===== src/wg_settings.svh =====
// Write guard build settings
// Slot count, field widths and the budget prescaler

`ifndef WG_SETTINGS_SVH
`define WG_SETTINGS_SVH

// Outstanding writes tracked at once
`define WG_SLOTS 4

// Watched bus field widths
`define WG_ID_W 3
`define WG_ADDR_W 32
`define WG_LEN_W 8

// Budget counter width and clock cycles per budget tick
`define WG_CNT_W 16
`define WG_PRESCALE 4

`endif

===== src/wg_pkg.sv =====
// Write guard shared types
// Slot states of the tracker and opcodes of the register port

`default_nettype none

package wg_pkg;

  // Per-slot state as seen by the tracker
  typedef enum logic [1:0] {
    SLOT_FREE    = 2'd0,
    // Counting down, waiting for its response
    SLOT_PENDING = 2'd1,
    // Response matched, slot is released this cycle
    SLOT_DONE    = 2'd2,
    SLOT_EXPIRED = 2'd3
  } slot_state_e;

  // Register port address map
  typedef enum logic [2:0] {
    REG_BUDGET   = 3'd0,
    REG_STATUS   = 3'd1,
    REG_IRQ_ADDR = 3'd2,
    REG_LATENCY  = 3'd3,
    REG_RESET    = 3'd4
  } reg_op_e;

endpackage

`default_nettype wire


===== src/write_guard_top.sv =====
// Write guard top level
// Watches AW and B handshakes and flags late or unexpected write responses

`timescale 1ns/1ps
`default_nettype none

`include "wg_settings.svh"

module write_guard_top
  import wg_pkg::*;
(
  input  wire                  clk_i,
  input  wire                  rst_ni,
  input  wire                  aw_valid_i,
  input  wire                  aw_ready_i,
  input  wire [`WG_ID_W-1:0]   aw_id_i,
  input  wire [`WG_ADDR_W-1:0] aw_addr_i,
  input  wire [`WG_LEN_W-1:0]  aw_len_i,
  input  wire                  b_valid_i,
  input  wire                  b_ready_i,
  input  wire [`WG_ID_W-1:0]   b_id_i,
  input  wire                  reg_req_i,
  input  wire                  reg_we_i,
  input  wire reg_op_e         reg_addr_i,
  input  wire [31:0]           reg_wdata_i,
  output logic [31:0]          reg_rdata_o,
  output logic                 irq_o,
  output logic                 reset_req_o,
  input  wire                  reset_clear_i
);

  logic                  tick;
  logic                  b_fire;
  logic [`WG_ID_W-1:0]   b_id;
  logic [`WG_CNT_W-1:0]  budget;
  logic                  err_valid;
  logic                  err_timeout;
  logic                  err_unwanted;
  logic [`WG_ID_W-1:0]   err_id;
  logic [`WG_ADDR_W-1:0] err_addr;
  logic                  retire_valid;
  logic [`WG_CNT_W-1:0]  retire_latency;

  wg_resp_sampler u_sampler (
    .clk_i     (clk_i),
    .rst_ni    (rst_ni),
    .b_valid_i (b_valid_i),
    .b_ready_i (b_ready_i),
    .b_id_i    (b_id_i),
    .tick_o    (tick),
    .b_fire_o  (b_fire),
    .b_id_o    (b_id)
  );

  wg_write_tracker u_tracker (
    .clk_i            (clk_i),
    .rst_ni           (rst_ni),
    .aw_valid_i       (aw_valid_i),
    .aw_ready_i       (aw_ready_i),
    .aw_id_i          (aw_id_i),
    .aw_addr_i        (aw_addr_i),
    .aw_len_i         (aw_len_i),
    .tick_i           (tick),
    .b_fire_i         (b_fire),
    .b_id_i           (b_id),
    .budget_i         (budget),
    .hold_i           (reset_req_o),
    .err_valid_o      (err_valid),
    .err_timeout_o    (err_timeout),
    .err_unwanted_o   (err_unwanted),
    .err_id_o         (err_id),
    .err_addr_o       (err_addr),
    .retire_valid_o   (retire_valid),
    .retire_latency_o (retire_latency)
  );

  wg_regs u_regs (
    .clk_i            (clk_i),
    .rst_ni           (rst_ni),
    .reg_req_i        (reg_req_i),
    .reg_we_i         (reg_we_i),
    .reg_addr_i       (reg_addr_i),
    .reg_wdata_i      (reg_wdata_i),
    .err_valid_i      (err_valid),
    .err_timeout_i    (err_timeout),
    .err_unwanted_i   (err_unwanted),
    .err_id_i         (err_id),
    .err_addr_i       (err_addr),
    .retire_valid_i   (retire_valid),
    .retire_latency_i (retire_latency),
    .reset_clear_i    (reset_clear_i),
    .budget_o         (budget),
    .irq_o            (irq_o),
    .reset_req_o      (reset_req_o),
    .reg_rdata_o      (reg_rdata_o)
  );

endmodule

`default_nettype wire


===== src/wg_regs.sv =====
// Write guard register block
// Budget setting, error capture, retire latency and the latched reset request

`timescale 1ns/1ps
`default_nettype none

`include "wg_settings.svh"

module wg_regs
  import wg_pkg::*;
(
  input  wire                   clk_i,
  input  wire                   rst_ni,
  input  wire                   reg_req_i,
  input  wire                   reg_we_i,
  input  wire reg_op_e          reg_addr_i,
  input  wire [31:0]            reg_wdata_i,
  input  wire                   err_valid_i,
  input  wire                   err_timeout_i,
  input  wire                   err_unwanted_i,
  input  wire [`WG_ID_W-1:0]    err_id_i,
  input  wire [`WG_ADDR_W-1:0]  err_addr_i,
  input  wire                   retire_valid_i,
  input  wire [`WG_CNT_W-1:0]   retire_latency_i,
  input  wire                   reset_clear_i,
  output logic [`WG_CNT_W-1:0]  budget_o,
  output logic                  irq_o,
  output logic                  reset_req_o,
  output logic [31:0]           reg_rdata_o
);

  logic                  wr_en;
  logic                  rd_en;
  logic                  st_timeout_q;
  logic                  st_unwanted_q;
  logic [`WG_ID_W-1:0]   st_id_q;
  logic [`WG_ADDR_W-1:0] irq_addr_q;
  logic [`WG_CNT_W-1:0]  latency_q;
  logic [31:0]           rd_data;

  assign wr_en = reg_req_i && reg_we_i;
  assign rd_en = reg_req_i && !reg_we_i;

  always_ff @(posedge clk_i or negedge rst_ni) begin
    if (!rst_ni) begin
      budget_o      <= '0;
      st_timeout_q  <= 1'b0;
      st_unwanted_q <= 1'b0;
      st_id_q       <= '0;
      irq_addr_q    <= '0;
      latency_q     <= '0;
    end else begin
      if (wr_en && (reg_addr_i == REG_BUDGET)) begin
        budget_o <= reg_wdata_i[`WG_CNT_W-1:0];
      end
      // A new error overrides a status clear in the same cycle
      if (err_valid_i) begin
        st_timeout_q  <= err_timeout_i;
        st_unwanted_q <= err_unwanted_i;
        st_id_q       <= err_id_i;
        irq_addr_q    <= err_addr_i;
      end else if (wr_en && (reg_addr_i == REG_STATUS)) begin
        st_timeout_q  <= 1'b0;
        st_unwanted_q <= 1'b0;
        st_id_q       <= '0;
      end
      if (retire_valid_i) begin
        latency_q <= retire_latency_i;
      end
    end
  end

  // Interrupt pulse and sticky reset request
  always_ff @(posedge clk_i or negedge rst_ni) begin
    if (!rst_ni) begin
      irq_o       <= 1'b0;
      reset_req_o <= 1'b0;
    end else begin
      irq_o <= err_valid_i;
      if (err_valid_i) begin
        reset_req_o <= 1'b1;
      end else if (reset_clear_i ||
                   (wr_en && (reg_addr_i == REG_RESET) && reg_wdata_i[0])) begin
        reset_req_o <= 1'b0;
      end
    end
  end

  // Read mux
  always_comb begin
    rd_data = '0;
    case (reg_addr_i)
      REG_BUDGET: rd_data[`WG_CNT_W-1:0] = budget_o;
      REG_STATUS: begin
        rd_data[0]              = st_timeout_q;
        rd_data[1]              = st_unwanted_q;
        rd_data[4 +: `WG_ID_W]  = st_id_q;
      end
      REG_IRQ_ADDR: rd_data[`WG_ADDR_W-1:0] = irq_addr_q;
      REG_LATENCY:  rd_data[`WG_CNT_W-1:0]  = latency_q;
      REG_RESET:    rd_data[0]              = reset_req_o;
      default:      rd_data = '0;
    endcase
  end

  always_ff @(posedge clk_i or negedge rst_ni) begin
    if (!rst_ni) begin
      reg_rdata_o <= '0;
    end else if (rd_en) begin
      reg_rdata_o <= rd_data;
    end
  end

endmodule

`default_nettype wire


===== src/wg_write_tracker.sv =====
// Write guard transaction tracker
// Keeps outstanding writes in per-ID linked lists, counts down their budgets
// and reports timeouts and responses that match no outstanding write

`timescale 1ns/1ps
`default_nettype none

`include "wg_settings.svh"

module wg_write_tracker
  import wg_pkg::*;
(
  input  wire                   clk_i,
  input  wire                   rst_ni,
  input  wire                   aw_valid_i,
  input  wire                   aw_ready_i,
  input  wire [`WG_ID_W-1:0]    aw_id_i,
  input  wire [`WG_ADDR_W-1:0]  aw_addr_i,
  input  wire [`WG_LEN_W-1:0]   aw_len_i,
  input  wire                   tick_i,
  input  wire                   b_fire_i,
  input  wire [`WG_ID_W-1:0]    b_id_i,
  input  wire [`WG_CNT_W-1:0]   budget_i,
  input  wire                   hold_i,
  output logic                  err_valid_o,
  output logic                  err_timeout_o,
  output logic                  err_unwanted_o,
  output logic [`WG_ID_W-1:0]   err_id_o,
  output logic [`WG_ADDR_W-1:0] err_addr_o,
  output logic                  retire_valid_o,
  output logic [`WG_CNT_W-1:0]  retire_latency_o
);

  localparam int SLOTS  = `WG_SLOTS;
  localparam int IDX_W  = (SLOTS > 1) ? $clog2(SLOTS) : 1;
  localparam int NIDS   = 1 << `WG_ID_W;
  localparam int SUM_W  = `WG_LEN_W + $clog2(SLOTS + 2);
  localparam int PROD_W = `WG_CNT_W + SUM_W;

  typedef logic [IDX_W-1:0] idx_t;

  // Slot table
  slot_state_e            state_q [SLOTS];
  slot_state_e            state_d [SLOTS];
  slot_state_e            slot_view [SLOTS];
  logic [`WG_ID_W-1:0]    id_q [SLOTS];
  logic [`WG_ADDR_W-1:0]  addr_q [SLOTS];
  logic [`WG_LEN_W-1:0]   len_q [SLOTS];
  logic [`WG_CNT_W-1:0]   cnt_q [SLOTS];
  idx_t                   next_q [SLOTS];

  // Oldest and youngest slot of each ID
  idx_t head_q [NIDS];
  idx_t head_d [NIDS];
  idx_t tail_q [NIDS];
  idx_t tail_d [NIDS];

  logic                 full;
  logic                 accept;
  logic                 id_hit;
  logic                 ret_hit;
  logic                 any_exp;
  logic                 unwanted;
  logic                 aw_live;
  logic                 link_en;
  idx_t                 free_idx;
  idx_t                 exp_idx;
  idx_t                 ret_idx;
  idx_t                 link_idx;
  logic [SUM_W-1:0]     sum_len;
  logic [SUM_W-1:0]     beats;
  logic [PROD_W-1:0]    prod;
  logic [`WG_CNT_W-1:0] load_cnt;
  logic [SLOTS-1:0]     taken;

  // Table scan: free slot, response match, expiry and summed lengths
  always_comb begin
    full     = 1'b1;
    free_idx = '0;
    id_hit   = 1'b0;
    any_exp  = 1'b0;
    exp_idx  = '0;
    sum_len  = '0;
    // Walk downwards so the lowest index wins
    for (int i = SLOTS - 1; i >= 0; i--) begin
      if (state_q[i] == SLOT_FREE) begin
        full     = 1'b0;
        free_idx = idx_t'(i);
      end
      if (state_q[i] == SLOT_PENDING) begin
        sum_len = sum_len + SUM_W'(len_q[i]);
        if (id_q[i] == b_id_i) begin
          id_hit = 1'b1;
        end
        if (cnt_q[i] == '0) begin
          any_exp = 1'b1;
          exp_idx = idx_t'(i);
        end
      end
    end
  end

  assign ret_hit  = b_fire_i && id_hit;
  assign ret_idx  = head_q[b_id_i];
  assign unwanted = b_fire_i && !id_hit;

  // Per-slot view for this cycle, expiry takes precedence over retirement
  always_comb begin
    aw_live = 1'b0;
    for (int i = 0; i < SLOTS; i++) begin
      if (state_q[i] == SLOT_FREE) begin
        slot_view[i] = SLOT_FREE;
      end else if (cnt_q[i] == '0) begin
        slot_view[i] = SLOT_EXPIRED;
      end else if (ret_hit && (ret_idx == idx_t'(i))) begin
        slot_view[i] = SLOT_DONE;
      end else begin
        slot_view[i] = SLOT_PENDING;
      end
      // Same ID still queued once this cycle's retirement is done
      if ((slot_view[i] == SLOT_PENDING) && (id_q[i] == aw_id_i)) begin
        aw_live = 1'b1;
      end
    end
  end

  // Budget for a new write, saturating
  assign beats    = SUM_W'(1) + sum_len + SUM_W'(aw_len_i);
  assign prod     = PROD_W'(budget_i) * PROD_W'(beats);
  assign load_cnt = (|prod[PROD_W-1:`WG_CNT_W]) ? '1 : prod[`WG_CNT_W-1:0];

  assign accept   = aw_valid_i && aw_ready_i && !full && !hold_i && !err_valid_o;
  assign link_idx = tail_q[aw_id_i];

  always_comb begin
    head_d  = head_q;
    tail_d  = tail_q;
    link_en = 1'b0;
    for (int i = 0; i < SLOTS; i++) begin
      case (slot_view[i])
        SLOT_FREE:    state_d[i] = (accept && (free_idx == idx_t'(i))) ? SLOT_PENDING
                                                                      : SLOT_FREE;
        SLOT_PENDING: state_d[i] = SLOT_PENDING;
        default:      state_d[i] = SLOT_FREE;
      endcase
      if (err_valid_o) begin
        state_d[i] = SLOT_FREE;
      end
    end
    // Advance the list of the answered ID
    if (ret_hit && (head_q[b_id_i] != tail_q[b_id_i])) begin
      head_d[b_id_i] = next_q[ret_idx];
    end
    // Append the new write, or start a fresh list
    if (accept) begin
      tail_d[aw_id_i] = free_idx;
      if (aw_live) begin
        link_en = 1'b1;
      end else begin
        head_d[aw_id_i] = free_idx;
      end
    end
  end

  always_ff @(posedge clk_i or negedge rst_ni) begin
    if (!rst_ni) begin
      for (int i = 0; i < SLOTS; i++) begin
        state_q[i] <= SLOT_FREE;
      end
      for (int n = 0; n < NIDS; n++) begin
        head_q[n] <= '0;
        tail_q[n] <= '0;
      end
    end else begin
      state_q <= state_d;
      head_q  <= head_d;
      tail_q  <= tail_d;
    end
  end

  // Slot payload and budget counters
  always_ff @(posedge clk_i) begin
    for (int i = 0; i < SLOTS; i++) begin
      if (accept && (free_idx == idx_t'(i))) begin
        id_q[i]   <= aw_id_i;
        addr_q[i] <= aw_addr_i;
        len_q[i]  <= aw_len_i;
        cnt_q[i]  <= load_cnt;
      end else if (tick_i && (state_q[i] == SLOT_PENDING) && (cnt_q[i] != '0)) begin
        cnt_q[i] <= cnt_q[i] - 1'b1;
      end
    end
    if (link_en) begin
      next_q[link_idx] <= free_idx;
    end
  end

  // Errors and retirement
  assign err_valid_o      = any_exp || unwanted;
  assign err_timeout_o    = any_exp;
  assign err_unwanted_o   = unwanted;
  assign err_id_o         = any_exp ? id_q[exp_idx] : b_id_i;
  assign err_addr_o       = any_exp ? addr_q[exp_idx] : '0;
  assign retire_valid_o   = ret_hit && !err_valid_o;
  assign retire_latency_o = cnt_q[ret_idx];

  for (genvar i = 0; i < SLOTS; i++) begin : gen_slot_chk
    assign taken[i] = (state_q[i] == SLOT_FREE) && (state_d[i] == SLOT_PENDING);

    // Retired slot was in flight and is free on the next cycle
    a_retire_pending: assert property (@(posedge clk_i) disable iff (!rst_ni)
      (retire_valid_o && (ret_idx == idx_t'(i))) |->
        (state_q[i] == SLOT_PENDING) ##1 (state_q[i] == SLOT_FREE));
  end

  a_one_alloc: assert property (@(posedge clk_i) disable iff (!rst_ni) $onehot0(taken));

endmodule

`default_nettype wire


===== src/wg_resp_sampler.sv =====
// Write guard response sampler
// Generates the budget tick and registers each B handshake into a single pulse

`timescale 1ns/1ps
`default_nettype none

`include "wg_settings.svh"

module wg_resp_sampler (
  input  wire                 clk_i,
  input  wire                 rst_ni,
  input  wire                 b_valid_i,
  input  wire                 b_ready_i,
  input  wire [`WG_ID_W-1:0]  b_id_i,
  output logic                tick_o,
  output logic                b_fire_o,
  output logic [`WG_ID_W-1:0] b_id_o
);

  localparam int PW = (`WG_PRESCALE > 1) ? $clog2(`WG_PRESCALE) : 1;

  logic [PW-1:0] presc_q;

  // Free-running prescaler, tick on the last count
  always_ff @(posedge clk_i or negedge rst_ni) begin
    if (!rst_ni) begin
      presc_q <= '0;
    end else if (presc_q == PW'(`WG_PRESCALE - 1)) begin
      presc_q <= '0;
    end else begin
      presc_q <= presc_q + 1'b1;
    end
  end

  assign tick_o = (presc_q == PW'(`WG_PRESCALE - 1));

  always_ff @(posedge clk_i or negedge rst_ni) begin
    if (!rst_ni) begin
      b_fire_o <= 1'b0;
    end else begin
      b_fire_o <= b_valid_i && b_ready_i;
    end
  end

  // ID only matters together with b_fire_o
  always_ff @(posedge clk_i) begin
    if (b_valid_i && b_ready_i) begin
      b_id_o <= b_id_i;
    end
  end

  a_tick_spacing: assert property (@(posedge clk_i) disable iff (!rst_ni)
    ((`WG_PRESCALE > 1) && tick_o) |=> !tick_o);

endmodule

`default_nettype wire


===== config.mk =====
export PLATFORM = sky130hd
export DESIGN_NAME = write_guard_top
export DESIGN_NICKNAME = d
export VERILOG_FILES = /design/src/wg_pkg.sv /design/src/write_guard_top.sv /design/src/wg_regs.sv /design/src/wg_write_tracker.sv /design/src/wg_resp_sampler.sv
export VERILOG_INCLUDE_DIRS = /design/src
export SDC_FILE = /design/constraint.sdc
export NUM_CORES = 1
export LEC_CHECK = 0
export BUFFER_PORTS_ARGS = -buffer_cell sky130_fd_sc_hd__clkbuf_2
export CAP_MARGIN = 15
export CORE_MARGIN = 4
export CORE_UTILIZATION = 57
export CTS_CLUSTER_SIZE = 10
export DETAILED_ROUTE_END_ITERATION = 7
export HOLD_SLACK_MARGIN = 0.02
export PLACE_DENSITY = 0.85
export SYNTH_ARGS = -nofsm -noshare
export SYNTH_HDL_FRONTEND = slang
export SYNTH_SLANG_ARGS = --single-unit

===== constraint.sdc =====
create_clock -name clk_i -period 10.7 [get_ports clk_i]
set_clock_uncertainty 0.05 [all_clocks]
set_input_delay 2.675 -clock clk_i [delete_from_list [all_inputs] [get_ports clk_i]]
set_output_delay 2.675 -clock clk_i [all_outputs]
set_load 0.005 [all_outputs]

==> out/qor.csv <==
metric;value;unit
synth.distinct_cells;78;
detailedRoute.firstPassIterationCount;8;
core;44200;um2
synth_top_family_by_area;adder cells;
status;complete, but fails checks;
multi_input_gate_area;13800;um2
cts_tree;built;
cts.clk_slew.worst_paths;0.06;ns
num-fill-cells;3017;
synth.yosys.warnings;0;
synth_enable_flop_cells;247;
post_synth_instance_area;25500;um2
globalplace.congestion;0.984;
compound_gate_portion_of_the_synthesized_area;0.127;
drt_drc_violations_left;21;
numCtsBuffers;47;
worst_hold_path.num_cells;1;
final_critical_path_setup_slack;-1.01;ns
dp_hpwl;48.1;mm
crit_path_end_kind;flop;
synth_async_sr_flop_share;0.365;
yosys-mux-area-fraction;0.0756;
yosysTopAreaCell;sky130_fd_sc_hd__edfxtp_1;
clock-sinks;389;
timing.rr.end;u_tracker.cnt_q[3][7]$_DFFE_PP_;
regToRegSetupSlack;-1.01;ns
portion_of_the_clock_cycle_consumed_by_the_worst_path_in_the_final_layout;1.09;
cpMaxStageDelayCell;sky130_fd_sc_hd__fa_2;
fin_crit;11.71;ns
clockBufferDepth;3;
synth_top_cells_by_count;sky130_fd_sc_hd__edfxtp_1, sky130_fd_sc_hd__nand2_1, sky130_fd_sc_hd__inv_1, sky130_fd_sc_hd__nor2_1, sky130_fd_sc_hd__dfrtp_1;
violations_in_the_final_reports;design-rule violations, negative setup slack;
grt_setup_unrepaired;true;
grt_overflow_total;0;
hold_path_class;flop to flop;
synth_most_common_cell;sky130_fd_sc_hd__edfxtp_1;
ff_latch_area;11000;um2
ys_top_cells_by_area;sky130_fd_sc_hd__edfxtp_1, sky130_fd_sc_hd__dfrtp_1, sky130_fd_sc_hd__fa_1;
post_synth_inst_count;2339;
numPortBuffers;107;
critPathKind;flop to flop;
rows;77;
yosys_register_bits;389;
crit-reg2reg-launch;u_tracker.state_q[0]$_DFF_PN0_;
headroom_to_the_max_slew_limit;0.217;
route.detailed.wl_per_inst;23.1;um
critical_path_required;10.95;ns
wire_length_of_the_first_global_routing_pass;113;mm
route.vias.total;20466;
routed_wirelength;73.7;mm
nNetsFinal;2884;
synthDominantCellAreaShare;0.291;
stdcell_count;3197;
mappedNetlistNets;2658;
maxSlewViolCount;0;
number_of_antenna_violations_at_the_first_check_in_global_routing;4;
viasPerCell;6.40;
groute.usage.overall;0.300;
synthSimpleGateAreaFrac;0.130;
fin_tns_setup;-61.10;ns
die_area;48100;um2
worstPathArrival;11.96;ns
critical_path_peak_fanout;8;
timing.fmax;85.4;MHz
synth_fa_ha_area_frac;0.151;
grt_pass1_vias;20933;
antenna_left;0;
critPathMaxStageDelay;0.54;ns
min_from;u_sampler.presc_q[0]$_DFF_PN0_;
synth-main-ff-cell;sky130_fd_sc_hd__edfxtp_1;
die_height;219;um
critPathLaunch;u_tracker.state_q[0]$_DFF_PN0_;
synth-seq-area-share;0.431;
chipWidth;219;um
initial_cell_density_of_the_core;0.576;
hold_violations;0;
clock-root-buffer;sky130_fd_sc_hd__clkbuf_16;
setup-violations-final;64;
proportion_of_layout_cells_with_a_drive_suffix_above_1;0.202;
drt_iter0_drc;2428;
htree_num_levels;2;
synthToLayoutAreaGrowth;17.3;%
grt_max_degree;79;
whs_endpoint;u_sampler.presc_q[0]$_DFF_PN0_;
clock_insertion_delay_worst_skew;0.59;ns
holdBufCountCts;0;
rr_worst_depth;48;
max_cap_viol_count;0;
worst-slew-pin-transition;1.17;ns
num_io_pins;124;
xor_xnor_share_of_the_synthesized_area;0.0385;
worstSetupStartpointType;flop;
dp_worst_setup_slack;-0.942;ns
syn_area_per_cell;10.9;um2
placed_cells;3070;
[sequential cells by signal (all words and copies together) (netlist names)]
signal	flops
u_tracker.id_q	12
u_tracker.head_q	16
u_tracker.next_q	8
u_sampler.b_id_o	3
u_tracker.len_q	32
u_regs.reg_rdata_o	32
u_regs.reset_req_o	1
u_tracker.addr_q	128
u_regs.irq_addr_q	32
u_tracker.cnt_q	64
u_sampler.presc_q	2
u_regs.st_id_q	3
u_regs.irq_o	1
u_regs.st_timeout_q	1
u_tracker.tail_q	16
u_sampler.b_fire_o	1
u_regs.st_unwanted_q	1
u_regs.budget_o	16
u_regs.latency_q	16
u_tracker.state_q	4
[cell type report]
type | instances | area share
Sequential cell | 389 | 0.367
Clock buffer | 82 | 0.0461
Antenna cell | 1 | 0.0000837
Timing Repair Buffer | 304 | 0.0766
Tap cell | 592 | 0.0248
Clock inverter | 6 | 0.00247
Inverter | 180 | 0.0226
Multi-Input combinational cell | 1643 | 0.460
[metrics by stage]
step	cell area [um2]	utilization	hold WS, ns
after floorplan	25600	-	0.353
after global placement	27700	0.626	0.364
after detailed placement	27700	0.626	0.374
after CTS	29600	0.669	0.382
after global routing	29900	0.676	0.414
final	29900	0.676	0.381
[metal layers]
metal	vias up	track usage	share of wire	routed length, um
met5	-	0	0.00068	50
met4	6	0.134	0.048	3520
met3	266	0.0662	0.11	7840
met2	1316	0.492	0.48	35100
met1	10031	0.384	0.37	27200
li1	8847	-	-	-
[cells by family (layout without fill, tap and decap cells)]
| kind of cell | count (synthesis) | in the layout |
|---|---|---|
| AND/OR/NAND/NOR | 652 | 652 |
| AO/OA/AOI/OAI | 476 | 476 |
| flip-flops | 389 | 389 |
| buffers and inverters | 307 | 572 |
| adder cells (fa/ha/maj) | 230 | 230 |
| multiplexers | 173 | 173 |
| XOR/XNOR | 112 | 112 |
| other | 0 | 1 |
[cell usage in the layout (no fill, tap or decap), drive strengths merged, types with 14 or more instances in the layout]
cell | netlist | layout
ha | 100 | 100
clkbuf | 100 | 192
a21o | 21 | 21
a22oi | 18 | 18
nor2b | 15 | 15
and3 | 15 | 15
nand2b | 34 | 34
xor2 | 49 | 49
xnor2 | 63 | 63
a22o | 53 | 53
nor2 | 156 | 156
o21ai | 122 | 122
nand2 | 186 | 186
nand3 | 33 | 33
fa | 129 | 129
edfxtp | 247 | 247
mux2 | 56 | 56
and2 | 82 | 82
inv | 179 | 181
a32oi | 60 | 60
o211ai | 14 | 14
nor3 | 34 | 34
a21oi | 93 | 93
dfrtp | 142 | 142
mux2i | 107 | 107
nor4 | 30 | 30
buf | 27 | 194
[worst max path at each step]
stage	cells past startpoint	slack, ns	end
2_1_floorplan	48	-0.47	u_tracker.cnt_q[0][0]$_DFFE_PP_
3_3_place_gp	45	-0.76	u_tracker.cnt_q[0][1]$_DFFE_PP_
3_5_place_dp	46	-0.94	u_tracker.cnt_q[1][6]$_DFFE_PP_
4_1_cts	49	-0.85	u_tracker.cnt_q[1][4]$_DFFE_PP_
6_report	48	-1.01	u_tracker.cnt_q[3][7]$_DFFE_PP_
5_1_grt	50	-1.26	u_tracker.cnt_q[3][12]$_DFFE_PP_
[critical path, delay by kind of cell, from the launching register on]
kind | cells | cell delay, ns
multiplexers | 2 | 0.60
XOR/XNOR | 2 | 0.41
flip-flops | 1 | 0.44
adder cells (fa/ha/maj) | 11 | 4.19
AO/OA/AOI/OAI | 16 | 2.73
AND/OR/NAND/NOR | 8 | 1.79
buffers and inverters | 9 | 1.19
[what timing repair did]
item,4_1_cts,5_1_grt
pin swaps,22,13
cloned,5,5
buffers inserted,19,10
setup endpoints to repair,64,64
gates resized for setup,34,40
Power is left out: the tool's default activity adds up to more than one toggle a clock period on the data nets, which glitch-free logic cannot reach.
